`src/source/frontend_pkg.sv`:
```
// frontend package
// shared widths, register index type, operation classes and the
// RV32I major opcode constants used by the in-order front end

`default_nettype none

package frontend_pkg;

  // instruction word and address width
  parameter int xlen = 32;

  // one instruction-cache line
  parameter int line_bits = 128;

  typedef logic [4:0] reg_index_t;

  // operation class carried by each micro-operation
  typedef enum logic [3:0] {
    alu_reg = 4'd0,
    alu_imm = 4'd1,
    load    = 4'd2,
    store   = 4'd3,
    branch  = 4'd4,
    jal     = 4'd5,
    jalr    = 4'd6,
    lui     = 4'd7,
    auipc   = 4'd8,
    system  = 4'd9,
    illegal = 4'd10
  } op_class_t;

  // register-register arithmetic
  localparam logic [6:0] op_alu_reg = 7'b0110011;

  // register-immediate arithmetic
  localparam logic [6:0] op_alu_imm = 7'b0010011;

  localparam logic [6:0] op_load = 7'b0000011;

  localparam logic [6:0] op_store = 7'b0100011;

  // conditional branches
  localparam logic [6:0] op_branch = 7'b1100011;

  localparam logic [6:0] op_jal = 7'b1101111;

  localparam logic [6:0] op_jalr = 7'b1100111;

  localparam logic [6:0] op_lui = 7'b0110111;

  localparam logic [6:0] op_auipc = 7'b0010111;

  // ecall, ebreak and csr access
  localparam logic [6:0] op_system = 7'b1110011;

endpackage

`default_nettype wire

```
`src/source/inst_fetch.sv`:
```
// instruction fetch
// walks the instruction cache one line at a time from the reset address
// and holds each returned line until the fetch buffer accepts it

`timescale 1ns/1ps
`default_nettype none

module inst_fetch #(
  parameter int                        fetch_width = 4,
  parameter logic [frontend_pkg::xlen-1:0] reset_pc = '0
) (
  input  logic                               clock,
  input  logic                               reset,
  input  logic [frontend_pkg::line_bits-1:0] icache2core_data,
  input  logic                               icache2core_data_valid,
  input  logic                               line_ready,
  output logic [frontend_pkg::xlen-1:0]      core2icache_addr,
  output logic                               line_valid,
  output logic [frontend_pkg::xlen-1:0]      line_pc,
  output logic [frontend_pkg::line_bits-1:0] line_data
);

  import frontend_pkg::*;

  localparam int line_bytes  = fetch_width * 4;
  localparam int offset_bits = $clog2(line_bytes);

  logic [xlen-1:0] fetch_pc;
  logic            capture;

  // room when the holding register is empty or drains this cycle
  assign capture = icache2core_data_valid && (!line_valid || line_ready);

  assign core2icache_addr = fetch_pc;

  always_ff @(posedge clock) begin
    if (reset) begin
      fetch_pc   <= reset_pc;
      line_valid <= 1'b0;
    end else if (capture) begin
      fetch_pc   <= fetch_pc + xlen'(line_bytes);
      line_valid <= 1'b1;
    end else if (line_ready) begin
      line_valid <= 1'b0;
    end
  end

  // line payload
  always_ff @(posedge clock) begin
    if (capture) begin
      line_pc   <= fetch_pc;
      line_data <= icache2core_data;
    end
  end

  // fetch never leaves a line boundary
  addr_aligned: assert property (
    @(posedge clock) disable iff (reset)
    core2icache_addr[offset_bits-1:0] == '0
  ) else $error("fetch address %h not line aligned", core2icache_addr);

  // stalled line must reach the buffer unchanged
  line_held: assert property (
    @(posedge clock) disable iff (reset)
    line_valid && !line_ready |=> line_valid && $stable(line_data) && $stable(line_pc)
  ) else $error("line changed while stalled by the fetch buffer");

endmodule

`default_nettype wire

```
`src/source/fetch_buffer.sv`:
```
// fetch buffer
// circular queue of single instructions, each with its own pc
// takes a whole cache line at once and hands out the oldest entries
// as a decode group

`timescale 1ns/1ps
`default_nettype none

module fetch_buffer #(
  parameter int fetch_width  = 4,
  parameter int decode_width = 4,
  parameter int buffer_depth = 16
) (
  input  logic                                         clock,
  input  logic                                         reset,
  input  logic                                         line_valid,
  input  logic [frontend_pkg::xlen-1:0]                line_pc,
  input  logic [frontend_pkg::line_bits-1:0]           line_data,
  input  logic                                         group_ready,
  output logic                                         line_ready,
  output logic [decode_width-1:0]                      group_valid,
  output logic [decode_width-1:0][frontend_pkg::xlen-1:0] group_pc,
  output logic [decode_width-1:0][frontend_pkg::xlen-1:0] group_inst
);

  import frontend_pkg::*;

  localparam int ptr_bits = $clog2(buffer_depth);
  localparam int cnt_bits = $clog2(buffer_depth + 1);

  typedef struct packed {
    logic [xlen-1:0] pc;
    logic [xlen-1:0] inst;
  } entry_t;

  entry_t mem [buffer_depth];

  logic [ptr_bits-1:0] head;
  logic [ptr_bits-1:0] tail;
  logic [cnt_bits-1:0] count;
  logic [cnt_bits-1:0] n_out;
  logic [cnt_bits-1:0] pop_count;
  logic                push;

  // a full line needs fetch_width free slots
  assign line_ready = count <= cnt_bits'(buffer_depth - fetch_width);
  assign push       = line_valid && line_ready;

  assign n_out     = (count > cnt_bits'(decode_width)) ? cnt_bits'(decode_width) : count;
  assign pop_count = group_ready ? n_out : '0;

  // oldest entries first, slot 0 at head
  always_comb begin
    for (int i = 0; i < decode_width; i++) begin
      group_valid[i] = count > cnt_bits'(i);
      group_pc[i]    = mem[head + ptr_bits'(i)].pc;
      group_inst[i]  = mem[head + ptr_bits'(i)].inst;
    end
  end

  // each word of the line gets the line pc plus 4 per slot
  always_ff @(posedge clock) begin
    if (push) begin
      for (int i = 0; i < fetch_width; i++) begin
        mem[tail + ptr_bits'(i)] <= '{
          pc:   line_pc + xlen'(4 * i),
          inst: line_data[i * xlen +: xlen]
        };
      end
    end
  end

  always_ff @(posedge clock) begin
    if (reset) begin
      head  <= '0;
      tail  <= '0;
      count <= '0;
    end else begin
      head  <= head + ptr_bits'(pop_count);
      count <= count + (push ? cnt_bits'(fetch_width) : '0) - pop_count;
      if (push) begin
        tail <= tail + ptr_bits'(fetch_width);
      end
    end
  end

  // a refused line stays offered, so nothing is dropped between fetch and buffer
  no_lost_line: assert property (
    @(posedge clock) disable iff (reset)
    line_valid && !line_ready |=> line_valid
  ) else $error("line withdrawn before the fetch buffer took it");

  occupancy_bound: assert property (
    @(posedge clock) disable iff (reset)
    count <= cnt_bits'(buffer_depth)
  ) else $error("fetch buffer occupancy %0d above depth", count);

endmodule

`default_nettype wire

```
`src/source/inst_decode.sv`:
```
// instruction decode
// classifies each RV32I word of the group, pulls out the register fields
// and the sign-extended immediate, and registers the micro-op group
// with a valid/ready hold on the output side

`timescale 1ns/1ps
`default_nettype none

module inst_decode #(
  parameter int decode_width = 4
) (
  input  logic                                            clock,
  input  logic                                            reset,
  input  logic [decode_width-1:0]                         group_valid,
  input  logic [decode_width-1:0][frontend_pkg::xlen-1:0] group_pc,
  input  logic [decode_width-1:0][frontend_pkg::xlen-1:0] group_inst,
  input  logic                                            uop_ready,
  output logic                                            group_ready,
  output logic [decode_width-1:0]                         uop_valid,
  output logic [decode_width-1:0][frontend_pkg::xlen-1:0] uop_pc,
  output frontend_pkg::op_class_t [decode_width-1:0]      uop_class,
  output frontend_pkg::reg_index_t [decode_width-1:0]     uop_rd,
  output frontend_pkg::reg_index_t [decode_width-1:0]     uop_rs1,
  output frontend_pkg::reg_index_t [decode_width-1:0]     uop_rs2,
  output logic [decode_width-1:0][frontend_pkg::xlen-1:0] uop_imm,
  output logic [decode_width-1:0]                         uop_rd_valid
);

  import frontend_pkg::*;

  op_class_t [decode_width-1:0]            dec_class;
  logic      [decode_width-1:0][xlen-1:0]  dec_imm;
  logic      [decode_width-1:0]            dec_rd_valid;

  // output register empty or being taken
  assign group_ready = !(|uop_valid) || uop_ready;

  always_comb begin
    logic [xlen-1:0] inst;
    logic            writes;
    for (int i = 0; i < decode_width; i++) begin
      inst = group_inst[i];
      case (inst[6:0])
        op_alu_reg: begin
          dec_class[i] = alu_reg;
          dec_imm[i]   = '0;
        end
        op_alu_imm: begin
          dec_class[i] = alu_imm;
          dec_imm[i]   = {{20{inst[31]}}, inst[31:20]};
        end
        op_load: begin
          dec_class[i] = load;
          dec_imm[i]   = {{20{inst[31]}}, inst[31:20]};
        end
        op_store: begin
          dec_class[i] = store;
          dec_imm[i]   = {{20{inst[31]}}, inst[31:25], inst[11:7]};
        end
        op_branch: begin
          dec_class[i] = branch;
          dec_imm[i]   = {{19{inst[31]}}, inst[31], inst[7], inst[30:25], inst[11:8], 1'b0};
        end
        op_jal: begin
          dec_class[i] = jal;
          dec_imm[i]   = {{11{inst[31]}}, inst[31], inst[19:12], inst[20], inst[30:21], 1'b0};
        end
        op_jalr: begin
          dec_class[i] = jalr;
          dec_imm[i]   = {{20{inst[31]}}, inst[31:20]};
        end
        op_lui: begin
          dec_class[i] = lui;
          dec_imm[i]   = {inst[31:12], 12'b0};
        end
        op_auipc: begin
          dec_class[i] = auipc;
          dec_imm[i]   = {inst[31:12], 12'b0};
        end
        op_system: begin
          dec_class[i] = system;
          dec_imm[i]   = '0;
        end
        default: begin
          dec_class[i] = illegal;
          dec_imm[i]   = '0;
        end
      endcase
      // x0 is never a real destination
      writes          = !(dec_class[i] inside {store, branch, illegal});
      dec_rd_valid[i] = writes && (inst[11:7] != 5'd0);
    end
  end

  always_ff @(posedge clock) begin
    if (reset) begin
      uop_valid <= '0;
    end else if (group_ready) begin
      uop_valid <= group_valid;
    end
  end

  // micro-op payload
  always_ff @(posedge clock) begin
    if (group_ready) begin
      for (int i = 0; i < decode_width; i++) begin
        uop_pc[i]       <= group_pc[i];
        uop_class[i]    <= dec_class[i];
        uop_rd[i]       <= group_inst[i][11:7];
        uop_rs1[i]      <= group_inst[i][19:15];
        uop_rs2[i]      <= group_inst[i][24:20];
        uop_imm[i]      <= dec_imm[i];
        uop_rd_valid[i] <= dec_rd_valid[i];
      end
    end
  end

  uop_held: assert property (
    @(posedge clock) disable iff (reset)
    (|uop_valid) && !uop_ready |=>
      $stable(uop_valid) && $stable(uop_pc) && $stable(uop_class) &&
      $stable(uop_rd) && $stable(uop_rs1) && $stable(uop_rs2) &&
      $stable(uop_imm) && $stable(uop_rd_valid)
  ) else $error("micro-op group changed while stalled");

endmodule

`default_nettype wire

```
`src/source/frontend.sv`:
```
// front end top
// fetch, fetch buffer and decode chained by valid/ready handshakes,
// from the instruction-cache line port to the micro-op outputs

`timescale 1ns/1ps
`default_nettype none

module frontend #(
  parameter int fetch_width  = frontend_pkg::line_bits / frontend_pkg::xlen,
  parameter int decode_width = 4,
  parameter int buffer_depth = 16,
  parameter logic [frontend_pkg::xlen-1:0] reset_pc = '0
) (
  input  logic                                            clock,
  input  logic                                            reset,
  input  logic [frontend_pkg::line_bits-1:0]              icache2core_data,
  input  logic                                            icache2core_data_valid,
  output logic [frontend_pkg::xlen-1:0]                   core2icache_addr,
  input  logic                                            uop_ready,
  output logic [decode_width-1:0]                         uop_valid,
  output logic [decode_width-1:0][frontend_pkg::xlen-1:0] uop_pc,
  output frontend_pkg::op_class_t [decode_width-1:0]      uop_class,
  output frontend_pkg::reg_index_t [decode_width-1:0]     uop_rd,
  output frontend_pkg::reg_index_t [decode_width-1:0]     uop_rs1,
  output frontend_pkg::reg_index_t [decode_width-1:0]     uop_rs2,
  output logic [decode_width-1:0][frontend_pkg::xlen-1:0] uop_imm,
  output logic [decode_width-1:0]                         uop_rd_valid
);

  import frontend_pkg::*;

  // fetch to buffer
  logic                 line_valid;
  logic                 line_ready;
  logic [xlen-1:0]      line_pc;
  logic [line_bits-1:0] line_data;

  // buffer to decode
  logic [decode_width-1:0]           group_valid;
  logic                              group_ready;
  logic [decode_width-1:0][xlen-1:0] group_pc;
  logic [decode_width-1:0][xlen-1:0] group_inst;

  inst_fetch #(
    .fetch_width (fetch_width),
    .reset_pc    (reset_pc)
  ) u_fetch (
    .clock                  (clock),
    .reset                  (reset),
    .icache2core_data       (icache2core_data),
    .icache2core_data_valid (icache2core_data_valid),
    .line_ready             (line_ready),
    .core2icache_addr       (core2icache_addr),
    .line_valid             (line_valid),
    .line_pc                (line_pc),
    .line_data              (line_data)
  );

  fetch_buffer #(
    .fetch_width  (fetch_width),
    .decode_width (decode_width),
    .buffer_depth (buffer_depth)
  ) u_buffer (
    .clock       (clock),
    .reset       (reset),
    .line_valid  (line_valid),
    .line_pc     (line_pc),
    .line_data   (line_data),
    .group_ready (group_ready),
    .line_ready  (line_ready),
    .group_valid (group_valid),
    .group_pc    (group_pc),
    .group_inst  (group_inst)
  );

  inst_decode #(
    .decode_width (decode_width)
  ) u_decode (
    .clock        (clock),
    .reset        (reset),
    .group_valid  (group_valid),
    .group_pc     (group_pc),
    .group_inst   (group_inst),
    .uop_ready    (uop_ready),
    .group_ready  (group_ready),
    .uop_valid    (uop_valid),
    .uop_pc       (uop_pc),
    .uop_class    (uop_class),
    .uop_rd       (uop_rd),
    .uop_rs1      (uop_rs1),
    .uop_rs2      (uop_rs2),
    .uop_imm      (uop_imm),
    .uop_rd_valid (uop_rd_valid)
  );

endmodule

`default_nettype wire

```
`config.mk`:
```
export PLATFORM = sky130hd
export DESIGN_NAME = frontend
export DESIGN_NICKNAME = d
export VERILOG_FILES = /design/src/source/frontend_pkg.sv /design/src/source/inst_fetch.sv /design/src/source/fetch_buffer.sv /design/src/source/inst_decode.sv /design/src/source/frontend.sv
export SDC_FILE = /design/constraint.sdc
export NUM_CORES = 2
export LEC_CHECK = 0
export BUFFER_PORTS_ARGS = -buffer_cell sky130_fd_sc_hd__buf_2
export CORE_ASPECT_RATIO = 1.1
export CORE_UTILIZATION = 40
export DETAILED_ROUTE_END_ITERATION = 10
export GPL_TIMING_DRIVEN = 0
export PLACE_DENSITY = 0.62
export SYNTH_ARGS = -nofsm -noshare
export SYNTH_HDL_FRONTEND = slang
export SYNTH_SLANG_ARGS = --single-unit
```
`constraint.sdc`:
```
create_clock -name clock -period 16.2 [get_ports clock]
set_input_delay 3.24 -clock clock [delete_from_list [all_inputs] [get_ports clock]]
set_output_delay 3.24 -clock clock [all_outputs]
set_load 0.005 [all_outputs]
```
# Word level (Yosys, flattened, before mapping)
# Memory sizes are Yosys's and may differ from the RTL's. A register that Yosys moved wholly into a read port is not among the register bits.
# Cells that the tools add are included.
[classes] n_addsub=14 mul=0 n_div=0 n_lt_le_gt_ge=6 n_eq_ne=52 n_shift=0 n_mux=16 n_bitwise=0 n_reduce_logical=32
[op_table] cell="32-bit case mux with 5 select lines" n=4
[op_table] cell="4-bit case mux with 10 select lines" n=4
[op_table] cell="7-bit equality test (second input constant)" n=16
[op_table] cell="7-bit by 6-bit equality test with 1-bit output (second input constant)" n=12
[op_table] cell="32-bit by 4-bit adder with 32-bit output (second input constant)" n=2
[op_table] cell="7-bit by 5-bit equality test with 1-bit output (second input constant)" n=8
[op_table] cell="32-bit by 3-bit adder with 32-bit output (second input constant)" n=1
[op_table] cell="32-bit by 5-bit adder with 32-bit output (second input constant)" n=1
[op_table] cell="7-bit by 2-bit equality test with 1-bit output (second input constant)" n=4
[op_table] cell="5-bit nonzero test" n=4
[op_table] cell="4-bit by 2-bit adder with 4-bit output (second input constant)" n=4
[op_table] cell="4-bit by 2-bit equality test with 1-bit output (second input constant)" n=4
[op_table] cell="4-bit by 3-bit equality test with 1-bit output (second input constant)" n=4
[op_table] cell="4-bit equality test (second input constant)" n=4
[op_table] cell="3-bit nonzero test" n=4
[op_table] cell="3-bit OR reduction" n=4
[op_table] cell="5-bit by 1-bit greater-than comparator with 1-bit output (second input constant)" n=2
[op_table] cell="5-bit by 2-bit greater-than comparator with 1-bit output (second input constant)" n=2
[op_table] cell="5-bit 2-to-1 mux" n=2
[op_table] cell="4-bit by 1-bit adder with 4-bit output (second input constant)" n=2
[op_table] cell="2-bit OR reduction" n=4
[op_table] cell="1-bit logical AND" n=6
[op_table] cell="1-bit logical NOT" n=6
[op_table] cell="5-bit adder" n=1
[op_table] cell="other kinds (11)" n=15
[word_totals] regBits=546 latch_bits=0 ram_bits=1024 mem_bits_ro=0 output_inout_bits=372 mem_count=1
[memory_table] memory="u_buffer.mem" depth=16 word_bits=64 rd=4 rd_clocked_by_memory_dff=1 wr=4 line="fetch_buffer.sv:36" rtl="entry_t mem [buffer_depth];"

# Depth between registers and ports, before layout
# An unclocked memory read counts as a cell.
[depth] word_depth=8 depth_mapped=17

# Cells and area by module
# A second synthesis with hierarchy kept.
[hier_totals] hier_cells=4895 area_unflattened_um2=79999.2
[by_module_without_submodules] mod="fetch_buffer" n_inst=1 cells_per_inst=3814 area_each_um2=61018.5
[by_module_without_submodules] mod="inst_decode" n_inst=1 cells_per_inst=748 area_each_um2=12793.5
[by_module_without_submodules] mod="inst_fetch" n_inst=1 cells_per_inst=333 area_each_um2=6187.2

# Worst setup path after synthesis
# No wires, ideal clock.
[synth_timing] path_type="input to register" start="in uop_ready" end="reg u_buffer.count[3]" t_arrival_ps=15166 setup_slack_ps=907 cell_stages=9 path_cell_list="inv_1 o41ai_1 clkbuf_1 nand3_1 ha_1 ha_1 fa_1 xnor2_1 nor2_1"
[synth_between] elab_chain_len=3
[synth_rtl] item="start: declaration" line="frontend.sv:19" rtl="input logic uop_ready,"
[synth_rtl] item="1-bit logical OR" line="inst_decode.sv:36" rtl="assign group_ready = !(|uop_valid) || uop_ready;"
[synth_rtl] item="via group_ready" line="frontend.sv:40" rtl="logic group_ready;"
[synth_rtl] item="5-bit 2-to-1 mux" line="fetch_buffer.sv:50" rtl="assign pop_count = group_ready ? n_out : '0;"
[synth_rtl] item="5-bit subtractor" line="fetch_buffer.sv:80" rtl="count <= count + (push ? cnt_bits'(fetch_width) : '0) - pop_count;"
[synth_rtl] item="end signal: assignment" line="fetch_buffer.sv:80"
[synth_rtl] item="end signal: assignment" line="fetch_buffer.sv:95" rtl="count <= cnt_bits'(buffer_depth)"
[synth_rtl] item="end: declaration" line="fetch_buffer.sv:40" rtl="logic [cnt_bits-1:0] count;"
# The timed path passes the listed nets, and every way through them passes these cells.
# A chain may end at the register's enable or synchronous reset.

==> flow_summary.ini <==
[placement]
dpl_cell_area_sq_um = 61570
port_buffers = 490
hpwlAfterDp_microns = 139100
gp_congestion = 0.9194

[run_status]
violations = max-capacitance violations, max-slew violations
outcome = finished with violations

[power]
p_int_uw = 6406
vdd_drop_max_v = 0.00009365
p_sw_share_pct = 31.80
seqPwrFrac_pct = 44.3
power_frac_comb_pct = 26.6
pwr_density_cell_nw_per_um2 = 143.5
leakage_uw = 0.02216
p_switching_uw = 2987
pwr-share-clk_pct = 29.1

[floorplanning]
ios = 504
dieWidth_microns = 359.2
die_y_microns = 394.9
start_util_pct = 40.49
rows = 143
die-area_sq_um = 141900
core_sq_um = 138700

[logic_synthesis]
synth_common_cells = 1106 x edfxtp_1, 689 x mux4_2, 211 x nand2_1
yosysWarnings = 0
netlist_area_sq_um = 56140
ys_seq_area_share_pct = 60.73
synthTopCellsByArea = edfxtp_1 59%, mux4_2 28%, dfxtp_1 1.6%, nand2_1 1.4%, buf_2 0.79%
yosysTopAreaCell = edfxtp_1
avgSynthCellArea_sq_um = 19.17
synth-seq-cells = 1150
synth_edf_count = 1106
syn_inst = 2929
synth.top_cell.area_share_pct = 59.16
yosysUniqueCellTypes = 77
synth_flop_cell = edfxtp_1
async_reset_ff_share_pct = 0
synth_most_common_cell = edfxtp_1

[cts]
cts_made_buffers = 117
cts_tree = done
clock-sinks = 1150
hold_buffers = 0
cts_resized = 0
clock_latency_ns = 0.77
cts.clk_slew.worst_paths_ns = 0.06
cts_root_buf = clkbuf_16
clockBufferDepth = 3
cts_setup_buffers = 0
cts_max_level = 3

[setup_path]
crit_slowest_cell = o21ai_0
startpoint = u_buffer.head[1]$_SDFF_PP0_
cp.required_ns = 16.54
path_cells = buf_2, buf_4, inv_1, buf_2, ha_1, buf_2, buf_4, buf_4, buf_2, clkbuf_1, clkbuf_1, mux4_2, nand2_1, nand2_1, o21ai_0, o21ai_0
cpMostUsedCell = buf_2
cp_top_family = buffers and inverters
critPathMaxFanout = 13
crit_path_max_incr_delay_ns = 1.04
r2r-start = u_buffer.head[1]$_SDFF_PP0_
crit_buf_inv = 10
path_class = register to register
end_kind = register
ff2ff_setup_slack_ns = 8.66
cp.arrival_ns = 7.88
start_kind = register

[cells_and_area]
final_core_util_pct = 47.21
fillCellCount = 11625
finalNetCount = 3729
syn2layout_area_growth_pct = 16.60
seqCellArea_sq_um = 34090
fin_area_sq_um = 65460
multi_input_area_sq_um = 20730
drive_gt1_share_pct = 43.02

[timing]
slew_headroom_pct = -2.679
drv_slew = 3
tightest_slew_ns = 1.524
final-setup-viol-count = 0
hold_viol_final = 0
min_period_ns = 7.541
max_freq_mhz = 132.6
fin_setup_tns_ns = 0
finClkSkew_ns = 0.04544
rsz0062_at_grt = false
fin_crit_sh_pct = 46.55
hold_slack_ns = 0.4787

[grt]
grt_max_degree = 74
antenna_found_initial = 18
grt_pass1_vias = 34051
grt_use_total_pct = 26.52
grt_pass1_wl_microns = 263700
overflow = 0

[routing]
firstDrtPassIters = 6
postRouteAntennaNets = 0
routedWlPerCell_microns = 34.62
drc = 0
totalWireLength_microns = 190100
vias_per_cell = 6.372
via_count = 34995
drtIter0Drc = 5280

[worst_hold_path]
min_from = u_fetch.line_data[49]$_DFFE_PP_
hold_class = register to register

[flow_run]
maxCapViolations = 2
## area by class of cell
| type | instances | share of cell area, % |
|---|---|---|
| clock inverters | 77 | 1.218 |
| well taps | 1812 | 3.463 |
| clock buffers | 141 | 4.706 |
| inverters | 59 | 0.3383 |
| repair buffers | 517 | 4.711 |
| plain buffers | 213 | 1.797 |
| flip-flops and latches | 1150 | 52.08 |
| multi-input cells | 1518 | 31.67 |
| diodes | 5 | 0.01911 |
## stage by stage
step                      total power [uW]  instances  worst slack, ns
after floorplan                       5495       2940           0.9067
after global placement                6800       5242           -4.685
after detailed placement              6681       5269            9.032
after CTS                             9412       5487            9.006
after global routing                  9685       5488            8.682
final                                 9393       5492            8.659
## layer usage
layer / wire (microns) / vias up / GRT usage (%)
li1: - / 13767 / -
met1: 69690 / 18167 / 34.49
met2: 88700 / 2592 / 41.69
met3: 22430 / 451 / 7.306
met4: 9197 / 18 / 11.77
met5: 126 / - / 0
## power by group through the flow
stage	registers, uW	logic [uW]	clock network, uW
floorplan	4280	1210	0
global placement	4400	2400	0
detailed placement	4220	2460	0
CTS	4170	2470	2780
global route	4210	2600	2880
finish	4160	2490	2730
## state kept, by name (all words and copies together), names as in the netlist
name / count
u_buffer.mem: 624
u_decode.uop_imm: 128
u_fetch.line_data: 128
u_decode.uop_pc: 118
u_fetch.core2icache_addr: 28
u_fetch.line_pc: 28
u_decode.uop_rd: 20
u_decode.uop_rs1: 20
u_decode.uop_rs2: 20
u_decode.uop_class: 16
u_buffer.count: 5
u_buffer.head: 4
u_decode.uop_rd_valid: 4
u_decode.uop_valid: 4
u_buffer.tail: 2
u_fetch.line_valid: 1
## cell families after synthesis
| family | count (synthesis) | share of synthesized area (%) |
|---|---|---|
| compound gates | 218 | 2.726 |
| xor+xnor | 42 | 0.7154 |
| fa+ha+maj | 21 | 0.5082 |
| buf+inv | 272 | 2.474 |
| flops | 1150 | 60.73 |
| mux | 745 | 28.92 |
| other cells | 2 | 0.01338 |
| simple gates | 479 | 3.911 |
## layout by cell type (no fill, tap or decap), types with 37 or more instances in the layout
cell          n
buf_2       579
buf_4        48
clkbuf_16   119
dfxtp_1      44
and2_1       37
inv_1        58
mux4_2      689
o21ai_0      68
nand2_1     211
nor2_1       82
nand3_1      60
clkbuf_1     67
edfxtp_1   1106
## final timing paths
check                                   end  depth (start not counted)
max reg2reg  u_decode.uop_imm[57]$_DFFE_PP_                         16
min           u_buffer.mem[1][17]$_DFFE_PP_                          0
max          u_decode.uop_imm[57]$_DFFE_PP_                         16
min reg2reg   u_buffer.mem[1][17]$_DFFE_PP_                          0
## worst reg2reg max path, stage by stage, from the launching register on
cell and delay [ns]:
dfxtp_1 0.49, buf_2 0.24, buf_4 0.28, inv_1 0.10
buf_2 0.28, ha_1 0.49, buf_2 0.34, buf_4 0.35
buf_4 0.32, buf_2 0.38, clkbuf_1 0.72, clkbuf_1 0.97
mux4_2 0.44, nand2_1 0.08, nand2_1 0.06, o21ai_0 1.04
o21ai_0 0.54
Note: power is estimated with default switching activity, not from simulation.
